`src/hw/csr_types_pkg.sv`:
```
package csr_types_pkg;

  localparam int CSR_DATA_W = 32;
  typedef logic [CSR_DATA_W-1:0] csr_data_t; // Register value or write mask

  localparam int CSR_ADDR_W = 14;
  typedef logic [CSR_ADDR_W-1:0] csr_addr_t;

  localparam int CNT_W = 64;
  typedef logic [CNT_W-1:0] cnt_t;

  // Privilege level field width, shared by CRMD and PRMD
  localparam int PLV_W = 2;

  // CRMD fields as LSB positions
  localparam int CRMD_PLV  = 0;  // Bits 1..0
  localparam int CRMD_IE   = 2;
  localparam int CRMD_DA   = 3;
  localparam int CRMD_PG   = 4;
  localparam int CRMD_DATF = 5;  // Bits 6..5
  localparam int CRMD_DATM = 7;  // Bits 8..7

  // Bits at and above this read zero
  localparam int CRMD_USED_W = 9;

  // Direct address mode out of reset
  localparam csr_data_t CRMD_RESET = csr_data_t'(1) << CRMD_DA;

  // PRMD fields
  localparam int PRMD_PPLV = 0;  // Bits 1..0
  localparam int PRMD_PIE  = 2;

endpackage

```
`src/hw/csr_map_pkg.sv`:
```
package csr_map_pkg;

  // Architectural CSR numbers
  localparam csr_types_pkg::csr_addr_t CSR_CRMD   = 14'h000;
  localparam csr_types_pkg::csr_addr_t CSR_PRMD   = 14'h001;
  localparam csr_types_pkg::csr_addr_t CSR_ESTAT  = 14'h005;
  localparam csr_types_pkg::csr_addr_t CSR_ERA    = 14'h006;
  localparam csr_types_pkg::csr_addr_t CSR_EENTRY = 14'h00C;
  localparam csr_types_pkg::csr_addr_t CSR_SAVE0  = 14'h030;  // SAVE n at 0x30+n
  localparam csr_types_pkg::csr_addr_t CSR_TID    = 14'h040;

  // Internal register index
  typedef logic [4:0] csr_idx_t;
  localparam int NUM_IDX = 2 ** $bits(csr_idx_t);

  localparam csr_idx_t IDX_CRMD   = 5'd0;
  localparam csr_idx_t IDX_PRMD   = 5'd1;
  localparam csr_idx_t IDX_ESTAT  = 5'd2;
  localparam csr_idx_t IDX_ERA    = 5'd3;
  localparam csr_idx_t IDX_EENTRY = 5'd4;
  localparam csr_idx_t IDX_TID    = 5'd5;
  localparam csr_idx_t IDX_SAVE0  = 5'd6;   // SAVE n at 6+n
  localparam csr_idx_t IDX_NONE   = 5'd31;  // Unimplemented address

  // Counter read select
  typedef logic [1:0] rdcnt_t;

  localparam rdcnt_t RDCNT_NONE  = 2'd0;
  localparam rdcnt_t RDCNT_VLOW  = 2'd1;
  localparam rdcnt_t RDCNT_VHIGH = 2'd2;
  localparam rdcnt_t RDCNT_ID    = 2'd3;

endpackage

```
`src/hw/csr_wr_if.sv`:
```
`timescale 1ns/1ps

interface csr_wr_if;
  import csr_types_pkg::*;
  import csr_map_pkg::*;

  logic      we;       // Qualified write strobe
  csr_idx_t  idx;
  csr_data_t mask;
  csr_data_t data;
  logic      trap;
  csr_data_t trap_pc;
  logic      ertn;

  modport decode  (output we, idx, mask, data, trap, trap_pc, ertn);
  modport regfile (input  we, idx, mask, data, trap, trap_pc, ertn);

endinterface

```
`src/hw/csr_decode.sv`:
```
`timescale 1ns/1ps

module csr_decode #(
  parameter int NUM_SAVE = 4
) (
  input  logic                      valid_i,
  input  logic                      commit_i,
  input  logic                      stall_i,
  input  logic                      csr_we_i,
  input  logic                      trap_i,
  input  logic                      ertn_i,
  input  csr_types_pkg::csr_addr_t  csr_w_addr_i,
  input  csr_types_pkg::csr_addr_t  csr_r_addr_i,
  input  csr_types_pkg::csr_data_t  csr_w_mask_i,
  input  csr_types_pkg::csr_data_t  csr_w_data_i,
  input  csr_types_pkg::csr_data_t  trap_pc_i,
  input  csr_map_pkg::rdcnt_t       rdcnt_i,
  csr_wr_if.decode                  wr,
  output csr_map_pkg::csr_idx_t     rd_idx_o,
  output csr_map_pkg::rdcnt_t       rd_cnt_o
);
  import csr_types_pkg::*;
  import csr_map_pkg::*;

  logic     qual;
  csr_idx_t w_idx;

  function automatic csr_idx_t addr_to_idx(input csr_addr_t addr);
    csr_idx_t idx;
    idx = IDX_NONE;
    case (addr)
      CSR_CRMD:   idx = IDX_CRMD;
      CSR_PRMD:   idx = IDX_PRMD;
      CSR_ESTAT:  idx = IDX_ESTAT;
      CSR_ERA:    idx = IDX_ERA;
      CSR_EENTRY: idx = IDX_EENTRY;
      CSR_TID:    idx = IDX_TID;
      default: begin
        // SAVE window, trimmed to the bank size
        if (addr >= CSR_SAVE0 && addr < CSR_SAVE0 + csr_addr_t'(NUM_SAVE)) begin
          idx = IDX_SAVE0 + csr_idx_t'(addr - CSR_SAVE0);
        end
      end
    endcase
    return idx;
  endfunction

  // Only committed, valid, unstalled instructions touch state
  assign qual = valid_i & commit_i & ~stall_i;

  assign w_idx      = addr_to_idx(csr_w_addr_i);
  assign wr.we      = qual & csr_we_i & (w_idx != IDX_NONE);
  assign wr.idx     = w_idx;
  assign wr.mask    = csr_w_mask_i;
  assign wr.data    = csr_w_data_i;
  assign wr.trap    = qual & trap_i;
  assign wr.trap_pc = trap_pc_i;
  assign wr.ertn    = qual & ertn_i;

  assign rd_idx_o = addr_to_idx(csr_r_addr_i);
  assign rd_cnt_o = rdcnt_i;

endmodule

```
`src/hw/csr_regfile.sv`:
```
`timescale 1ns/1ps

module csr_regfile #(
  parameter int NUM_SAVE = 4
) (
  input  logic                     clk,
  input  logic                     rst_n,
  csr_wr_if.regfile                wr,
  output csr_types_pkg::csr_data_t regs_o [csr_map_pkg::NUM_IDX]
);
  import csr_types_pkg::*;
  import csr_map_pkg::*;

  localparam csr_data_t CRMD_MASK = csr_data_t'((64'd1 << CRMD_USED_W) - 64'd1);

  csr_data_t crmd_q;
  csr_data_t prmd_q;
  csr_data_t estat_q;
  csr_data_t era_q;
  csr_data_t eentry_q;
  csr_data_t tid_q;
  csr_data_t save_q [NUM_SAVE];

  logic [NUM_IDX-1:0] hit;  // One-hot write select
  csr_data_t          wr_val;

  assign hit    = wr.we ? (NUM_IDX'(1) << wr.idx) : '0;
  // Old bits where mask is 0, new data where mask is 1
  assign wr_val = (regs_o[wr.idx] & ~wr.mask) | (wr.data & wr.mask);

  // Later assignments win: write over return over trap
  always_ff @(posedge clk) begin
    if (!rst_n) begin
      crmd_q <= CRMD_RESET;
    end else begin
      if (wr.trap) begin
        crmd_q[CRMD_PLV +: PLV_W] <= '0;
        crmd_q[CRMD_IE]           <= 1'b0;
      end
      if (wr.ertn) begin
        crmd_q[CRMD_PLV +: PLV_W] <= prmd_q[PRMD_PPLV +: PLV_W];
        crmd_q[CRMD_IE]           <= prmd_q[PRMD_PIE];
      end
      if (hit[IDX_CRMD]) begin
        crmd_q <= wr_val & CRMD_MASK;
      end
    end
  end

  always_ff @(posedge clk) begin
    if (!rst_n) begin
      prmd_q <= '0;
      era_q  <= '0;
    end else begin
      if (wr.trap) begin
        prmd_q[PRMD_PPLV +: PLV_W] <= crmd_q[CRMD_PLV +: PLV_W];
        prmd_q[PRMD_PIE]           <= crmd_q[CRMD_IE];
        era_q                      <= wr.trap_pc;
      end
      if (hit[IDX_PRMD]) prmd_q <= wr_val;
      if (hit[IDX_ERA])  era_q  <= wr_val;
    end
  end

  // Plain storage, written only through the CSR port
  always_ff @(posedge clk) begin
    if (!rst_n) begin
      estat_q  <= '0;
      eentry_q <= '0;
      tid_q    <= '0;
      for (int s = 0; s < NUM_SAVE; s++) begin
        save_q[s] <= '0;
      end
    end else begin
      if (hit[IDX_ESTAT])  estat_q  <= wr_val;
      if (hit[IDX_EENTRY]) eentry_q <= wr_val;
      if (hit[IDX_TID])    tid_q    <= wr_val;
      for (int s = 0; s < NUM_SAVE; s++) begin
        if (hit[IDX_SAVE0 + s]) save_q[s] <= wr_val;
      end
    end
  end

  always_comb begin
    for (int i = 0; i < NUM_IDX; i++) begin
      regs_o[i] = '0;  // Unused indices read zero
    end
    regs_o[IDX_CRMD]   = crmd_q;
    regs_o[IDX_PRMD]   = prmd_q;
    regs_o[IDX_ESTAT]  = estat_q;
    regs_o[IDX_ERA]    = era_q;
    regs_o[IDX_EENTRY] = eentry_q;
    regs_o[IDX_TID]    = tid_q;
    for (int s = 0; s < NUM_SAVE; s++) begin
      regs_o[IDX_SAVE0 + s] = save_q[s];
    end
  end

endmodule

```
`src/hw/csr_read_port.sv`:
```
`timescale 1ns/1ps

module csr_read_port (
  input  logic                     clk,
  input  logic                     rst_n,
  input  logic                     stall_i,
  input  csr_map_pkg::csr_idx_t    rd_idx_i,
  input  csr_map_pkg::rdcnt_t      rd_cnt_i,
  input  csr_types_pkg::csr_data_t regs_i [csr_map_pkg::NUM_IDX],
  output csr_types_pkg::csr_data_t csr_r_data_o
);
  import csr_types_pkg::*;
  import csr_map_pkg::*;

  cnt_t      cnt_q;
  csr_data_t rd_next;

  // Stable counter runs regardless of stall
  always_ff @(posedge clk) begin
    if (!rst_n) begin
      cnt_q <= '0;
    end else begin
      cnt_q <= cnt_q + cnt_t'(1);
    end
  end

  always_comb begin
    case (rd_cnt_i)
      RDCNT_VLOW:  rd_next = cnt_q[CSR_DATA_W-1:0];
      RDCNT_VHIGH: rd_next = cnt_q[CNT_W-1:CSR_DATA_W];
      RDCNT_ID:    rd_next = regs_i[IDX_TID];  // Counter ID is TID
      default: begin
        rd_next = (rd_idx_i == IDX_NONE) ? '0 : regs_i[rd_idx_i];
      end
    endcase
  end

  always_ff @(posedge clk) begin
    if (!rst_n) begin
      csr_r_data_o <= '0;
    end else if (!stall_i) begin
      csr_r_data_o <= rd_next;  // Hold while stalled
    end
  end

endmodule

```
`src/hw/la_csr_top.sv`:
```
`timescale 1ns/1ps

module la_csr_top #(
  parameter int NUM_SAVE = 4
) (
  input  logic                     clk,
  input  logic                     rst_n,
  input  logic                     valid_i,
  input  logic                     commit_i,
  input  logic                     stall_i,
  input  csr_types_pkg::csr_addr_t csr_r_addr_i,
  input  csr_map_pkg::rdcnt_t      rdcnt_i,
  input  logic                     csr_we_i,
  input  csr_types_pkg::csr_addr_t csr_w_addr_i,
  input  csr_types_pkg::csr_data_t csr_w_mask_i,
  input  csr_types_pkg::csr_data_t csr_w_data_i,
  input  logic                     trap_i,
  input  csr_types_pkg::csr_data_t trap_pc_i,
  input  logic                     ertn_i,
  output csr_types_pkg::csr_data_t csr_r_data_o
);
  import csr_types_pkg::*;
  import csr_map_pkg::*;

  csr_idx_t  rd_idx;
  rdcnt_t    rd_cnt;
  csr_data_t regs [NUM_IDX];

  csr_wr_if wr_if ();

  csr_decode #(
    .NUM_SAVE(NUM_SAVE)
  ) u_decode (
    .valid_i      (valid_i),
    .commit_i     (commit_i),
    .stall_i      (stall_i),
    .csr_we_i     (csr_we_i),
    .trap_i       (trap_i),
    .ertn_i       (ertn_i),
    .csr_w_addr_i (csr_w_addr_i),
    .csr_r_addr_i (csr_r_addr_i),
    .csr_w_mask_i (csr_w_mask_i),
    .csr_w_data_i (csr_w_data_i),
    .trap_pc_i    (trap_pc_i),
    .rdcnt_i      (rdcnt_i),
    .wr           (wr_if.decode),
    .rd_idx_o     (rd_idx),
    .rd_cnt_o     (rd_cnt)
  );

  csr_regfile #(
    .NUM_SAVE(NUM_SAVE)
  ) u_regfile (
    .clk    (clk),
    .rst_n  (rst_n),
    .wr     (wr_if.regfile),
    .regs_o (regs)
  );

  csr_read_port u_read_port (
    .clk          (clk),
    .rst_n        (rst_n),
    .stall_i      (stall_i),
    .rd_idx_i     (rd_idx),
    .rd_cnt_i     (rd_cnt),
    .regs_i       (regs),
    .csr_r_data_o (csr_r_data_o)
  );

endmodule

```
`config.mk`:
```
export PLATFORM = sky130hd
export DESIGN_NAME = la_csr_top
export DESIGN_NICKNAME = d
export VERILOG_FILES = /design/src/hw/csr_types_pkg.sv /design/src/hw/csr_map_pkg.sv /design/src/hw/csr_wr_if.sv /design/src/hw/csr_decode.sv /design/src/hw/csr_regfile.sv /design/src/hw/csr_read_port.sv /design/src/hw/la_csr_top.sv
export SDC_FILE = /design/constraint.sdc
export NUM_CORES = 1
export LEC_CHECK = 0
export BUFFER_PORTS_ARGS = -buffer_cell sky130_fd_sc_hd__buf_2
export CORE_MARGIN = 2
export CORE_UTILIZATION = 48
export CTS_BUF_LIST = sky130_fd_sc_hd__clkbuf_2 sky130_fd_sc_hd__clkbuf_4 sky130_fd_sc_hd__clkbuf_8
export CTS_CLUSTER_DIAMETER = 50
export DETAILED_ROUTE_END_ITERATION = 8
export PLACE_DENSITY_LB_ADDON = 0.1
export SYNTH_ARGS = -nofsm -noshare
export SYNTH_HDL_FRONTEND = slang
export SYNTH_SLANG_ARGS = --single-unit
```
`constraint.sdc`:
```
create_clock -name clk -period 7.15 [get_ports clk]
set_input_delay 0.715 -clock clk [delete_from_list [all_inputs] [get_ports clk]]
set_output_delay 0.715 -clock clk [all_outputs]
set_load 0.03 [all_outputs]
```
# [Yosys cells after proc, flatten, opt, wreduce, memory -nomap -nowiden]
# Memories as Yosys holds them, arrays and structs flattened.
# Index checks and enable logic that the tools add are counted.
[totals] inputBits=134 out_inout_bits=32 mem_bits_rw=128 mem_count=1 ff_bits=265 romBits=0 word_cells=99 latchBits=0
[memory_table] memory="u_regfile.save_q" depth=4 width=32 read_ports=4 rd_ports_with_merged_regs=0 write_ports=4 line="csr_regfile.sv:22" source="csr_data_t save_q [NUM_SAVE];"
[op_classes] add_sub_neg=5 n_div=0 n_mux=37 shift=1 mul=0 n_bitwise=17 eq_ne=15 n_reduce_logical=7 order_cmp=6
[ops] operator="$mux W32" count=11
[ops] operator="$bmux W32 S5" count=2
[ops] operator="$pmux W32 S3" count=1
[ops] operator="$add A64 B1 Y64 const B" count=1
[ops] operator="$and A32 B32 Y32" count=2
[ops] operator="$pmux W5 S6" count=2
[ops] operator="$eq A14 B3 Y1 const B" count=4
[ops] operator="$not A32 Y32" count=1
[ops] operator="$or A32 B32 Y32" count=1
[ops] operator="$eq A14 B1 Y1 const B" count=2
[ops] operator="$eq A14 B4 Y1 const B" count=2
[ops] operator="$eq A14 B7 Y1 const B" count=2
[ops] operator="$ge A14 B6 Y1 const B" count=2
[ops] operator="$logic_not A14 Y1" count=2
[ops] operator="$lt A14 B6 Y1 const B" count=2
[ops] operator="$mux W3" count=5
[ops] operator="$mux W1" count=13
[ops] operator="$ge A6 B6 Y1 const B" count=2
[ops] operator="$not A5 Y6" count=2
[ops] operator="$add A3 B5 Y5 const A" count=2
[ops] operator="$mux W10" count=1
[ops] operator="$mux W5" count=2
[ops] operator="$shl A1 B5 Y10 const A" count=1
[ops] operator="$sub A5 B5 Y5 const B" count=2
[ops] operator="other kinds (10)" count=21

# [Depth between registers and ports, before layout]
[depth] word_depth=11 ltp_mapped=12 ltp_nobuf=8

# [Cells and area by module]
# From an unflattened synthesis, not the netlist that was laid out.
[hier_totals] hier_cells=3520 hier_area_um2=33445.8
[modules_own_cells] mod="csr_regfile" cells_per_inst=2027 seq_area_each_um2=7226.9 n_inst=1 area_each_um2=19356.1
[modules_own_cells] mod="csr_read_port" cells_per_inst=1308 seq_area_each_um2=1921.8 n_inst=1 area_each_um2=12771.0
[modules_own_cells] mod="csr_decode" cells_per_inst=185 seq_area_each_um2=0.0 n_inst=1 area_each_um2=1318.8

# [Worst setup path before layout]
# OpenSTA, ideal clock, no wires.
[synth_timing] path_kind="input -> register" from="input csr_w_addr_i[2]" to="memory u_regfile.save_q[1][0] (netlist bit), enable pin" path_buffers=3 path_slack_ps=1608 arrival_time_ps=5077 cell_stages=9 t_required_ps=6684 path_cell_list="clkbuf_1 -> nand3b_1 -> nor3_1 -> nand2_1 -> a21o_1 -> clkbuf_1 -> buf_2 -> or3_1 -> o21ai_0"
[synth_rtl] element="start: declaration" line="la_csr_top.sv:14" source="input csr_types_pkg::csr_addr_t csr_w_addr_i,"
[synth_rtl] element="end: declaration" line="csr_regfile.sv:22"

# [Worst setup path after layout]
[layout_timing] from="input csr_w_addr_i[2]" to="register u_regfile.eentry_q[20]"
[layout_via] elab_chain_cells=10 elab_cells_between_ends=23 classes_between="add/sub: 2; order compare: 2; eq/ne: 6; shift: 1; mux: 6; bitwise: 4; reduce/logical: 2"
[layout_lines] element="$sub A5 B5 Y5, or another cell as far along" line="csr_decode.sv:41" source="idx = IDX_SAVE0 + csr_idx_t'(addr - CSR_SAVE0);"
[layout_lines] element="$add A3 B5 Y5 / $logic_and A1 B1 Y1 (equally long branches)" line="csr_decode.sv:41, csr_decode.sv:40"
[layout_lines] element="$mux W5" line="csr_decode.sv:40" source="if (addr >= CSR_SAVE0 && addr < CSR_SAVE0 + csr_addr_t'(NUM_SAVE)) begin"
[layout_lines] element="$pmux W5 S6 (*)" line="csr_decode.sv:31" source="case (addr)"
[layout_lines] element="$not A5 Y6 (implied by the code)" line="csr_regfile.sv:29" source="assign wr_val = (regs_o[wr.idx] & ~wr.mask) | (wr.data & wr.mask);"
[layout_lines] element="$bmux W32 S5" line="csr_regfile.sv:29"
[layout_lines] element="$mux W32 (implied by the code) (2 in series)" line="csr_regfile.sv:29"
[layout_lines] element="$and A32 B32 Y32" line="csr_regfile.sv:29"
[layout_lines] element="$or A32 B32 Y32" line="csr_regfile.sv:29"
[layout_lines] element="end signal: assignment" line="csr_regfile.sv:76" source="if (hit[IDX_EENTRY]) eentry_q <= wr_val;"
[layout_lines] element="end: declaration" line="csr_regfile.sv:20" source="csr_data_t eentry_q;"
# Every way passes the cells marked *; elsewhere a longest branch is shown, timed or not. The select of a mux whose other input is x is not followed.
# A chain may end at the register's enable or synchronous reset.

==> flow_summary.ini <==
[clock_tree]
cts-root-buf = clkbuf_8
insertion_delay_ns = 0.65
cts_sinks = 393
clk_path_buf_depth = 3
cts.clk_slew.worst_paths_ns = 0.06
cts_made_buffers = 70
cts_tree = built
postCtsSetupBuffers = 0
htree_levels = 3
hold_buffers = 0
post_cts_resized = 0

[floorplan]
dieHeight_microns = 213
die_x_microns = 213
core-area_sq_um = 43200
initial_utilization_pct = 48.7
dieArea_sq_um = 45500
pin_count = 166
row_count = 76

[timing]
finalWorstSetupSlack_ns = 3.03
finalClockSkew_ns = 0.0315
clock.fmax_mhz = 243
worst_slew_pin_slew_ns = 1.20
period_needed_ns = 4.12
fin_tns_setup_ns = 0
fin_hold_ws_ns = 0.425
finalCritPeriodShare_pct = 57.6
setup_violations = 0
rsz0062_at_grt = false
maxSlewViolCount = 0
slew_headroom_pct = 20.1
final_hold_viol_count = 0

[synth]
synth_edf_count = 128
yosysMostFrequentCell = dfxtp_1
ys_types = 84
ys_seq_area_share_pct = 43.5
syn_avg_cell_area_sq_um = 9.11
synth-seq-cells = 393
synth_warnings = 0
synth_area_leader_cell = dfxtp_1
async_reset_ff_share_pct = 0
synth_area_leaders = dfxtp_1 (25%), edfxtp_1 (18%), mux2_2 (4.8%), nand2_1 (4.0%), nand3_1 (3.9%)
syn_inst = 2309
synthesis.nets = 2446
synth_ff_type = dfxtp_1
yosys-top-cells-count = dfxtp_1 (265), nand2_1 (225), nand3_1 (165), nor2_1 (165), clkbuf_1 (138)
yosysTopAreaCellShare_pct = 25.2
syn_area_sq_um = 21000

[critical_path]
crit_chain = buf_2 -> nand3b_1 -> nor3_1 -> a22oi_1 -> nor2_1 -> nor3_1 -> nand2_1 -> buf_4 -> nand3_1 -> o21ai_1
worst_setup_path_start_kind = input pin
timing.rr.end = u_read_port.cnt_q[62]
critical_path_class = input pin to flop
arrival_ns = 4.69
critPathLaunch = csr_w_addr_i[2]
r2r_start = u_read_port.cnt_q[20]
critPathMaxStageDelay_ns = 0.89
required_ns = 7.72
reg2reg_depth = 8
crit_top_cell = nor3_1
cp-end-kind = flop
crit_fanout = 23
ff2ff_setup_slack_ns = 3.89
cpMaxStageDelayCell = nor2_1

[placed_design]
place_area_sq_um = 22200
port_buffers = 165
gp_congestion = 0.968
dp_hpwl_mm = 52.9
pre_cts_ws_ns = 2.43

[drt]
route.detailed.drc = 0
vias = 19818
via_per_inst = 6.54
drtIter0Drc = 2402
drt_pre_antenna_iters = 6
wirelength_mm = 79.7
wl_per_cell_microns = 26.3
postRouteAntennaNets = 0

[global_route]
grt.overflow.total = 0
grt_pass1_vias = 18474
grt_pass1_wl_mm = 117
antenna_found_initial = 1
grt_max_degree = 183
track_usage_pct = 34.7

[hold_path]
min_from = trap_pc_i[2]
hold_end = u_regfile.era_q[2]
hold_class = input pin to flop
hold_path_depth = 4

[power]
swShare_pct = 25.9
clkPwrFrac_pct = 44.0
seqPwrFrac_pct = 48.7
total_leakage_power_nw = 8.64
switchingPower_mw = 1.27
peakVddDrop_mv = 0.144
intPower_mw = 3.63
power_density_nw_per_um2 = 208
combPwrFrac_pct = 7.3

[final_layout]
area_growth_pct = 12.3
finalCoreUtilization_pct = 54.7
fill_cells = 4001
final_layout_size_suffix_gt1_share_pct = 19.3
design_area_sq_um = 23600
final_nets = 2526
diodes = 0

[status]
status = finished, final reports clean

[run]
drv_cap = 0
-- flip-flops by register name, indices dropped and copies added, names as in the netlist --
signal / flops
u_regfile.prmd_q: 32
u_regfile.eentry_q: 32
u_regfile.crmd_q: 9
u_read_port.csr_r_data_o: 32
u_read_port.cnt_q: 64
u_regfile.estat_q: 32
u_regfile.tid_q: 32
u_regfile.era_q: 32
u_regfile.save_q: 128
-- layer usage --
layer  up-vias  part of all wire, %  GRT usage, %  wire, microns
li1       8892                    -             -              -
met1      9569                   43          50.8          34300
met2      1193                   41          48.6          33100
met3       162                   13          10.4          10000
met4         2                  2.7          10.5           2170
met5         -                 0.17          2.16            133
-- cells by family after synthesis --
logic type	Yosys count	share of synthesized area, %
AND/OR/NAND/NOR	809	18.5
AO/OA/AOI/OAI	709	24.4
flip-flops	393	43.5
buffers and inverters	201	3.99
multiplexers	135	6.95
XOR/XNOR	59	2.46
adder cells (fa/ha/maj)	3	0.178
-- through the flow --
step           power [mW]  std cells
6_report             4.91       3029
5_1_grt              5.05       3029
4_1_cts              4.90       3029
3_5_place_dp         2.78       2902
3_3_place_gp         2.77       2902
2_1_floorplan        2.62       2309
-- power groups by stage --
| stage | registers, mW | logic, mW | clock network, mW |
|---|---|---|---|
| global placement | 2.43 | 0.342 | 0 |
| floorplan | 2.44 | 0.185 | 0 |
| detailed placement | 2.43 | 0.346 | 0 |
| CTS | 2.39 | 0.348 | 2.17 |
| finish | 2.39 | 0.357 | 2.16 |
| global route | 2.39 | 0.377 | 2.28 |
-- layout by cell type, fill, tap and decap left out, types with 28 or more instances in the layout --
| master | n |
|---|---|
| nor2_1 | 164 |
| nand3_1 | 160 |
| a22o_1 | 31 |
| buf_4 | 30 |
| a21oi_1 | 75 |
| mux2i_1 | 46 |
| nand2_1 | 219 |
| edfxtp_1 | 128 |
| and2_1 | 48 |
| o31ai_1 | 46 |
| mux2_2 | 89 |
| nand2b_1 | 36 |
| o221ai_1 | 46 |
| buf_2 | 164 |
| a221oi_1 | 30 |
| nor3_1 | 51 |
| dfxtp_1 | 265 |
| o21ai_0 | 118 |
| clkbuf_8 | 80 |
| o21ai_1 | 99 |
| o22ai_1 | 76 |
| clkbuf_4 | 28 |
| xnor2_1 | 35 |
-- cell type report --
type | count | area (sq um) | area share (%)
clock buffer | 108 | 1310 | 5.55
clock inverter | 19 | 101 | 0.429
inverter | 12 | 45.0 | 0.191
multi-input combinational | 1715 | 11200 | 47.4
sequential | 393 | 9150 | 38.7
tap | 585 | 732 | 3.10
timing repair buffer | 197 | 1100 | 4.64
-- how the worst max path moves through the flow --
stage          slack [ns]                      endpoint
2_1_floorplan        1.61        u_regfile.save_q[1][0]
3_3_place_gp         2.59  u_read_port.csr_r_data_o[17]
3_5_place_dp         2.43  u_read_port.csr_r_data_o[10]
4_1_cts              3.09  u_read_port.csr_r_data_o[10]
5_1_grt              2.85        u_regfile.eentry_q[18]
6_report             3.03        u_regfile.eentry_q[20]
-- worst max-delay path: cells and delay by family --
kind,cells,cell delay (ns)
buf+inv,2,0.66
compound gates,2,0.45
simple gates,6,2.84
Note: power is estimated with default switching activity, not from simulation.
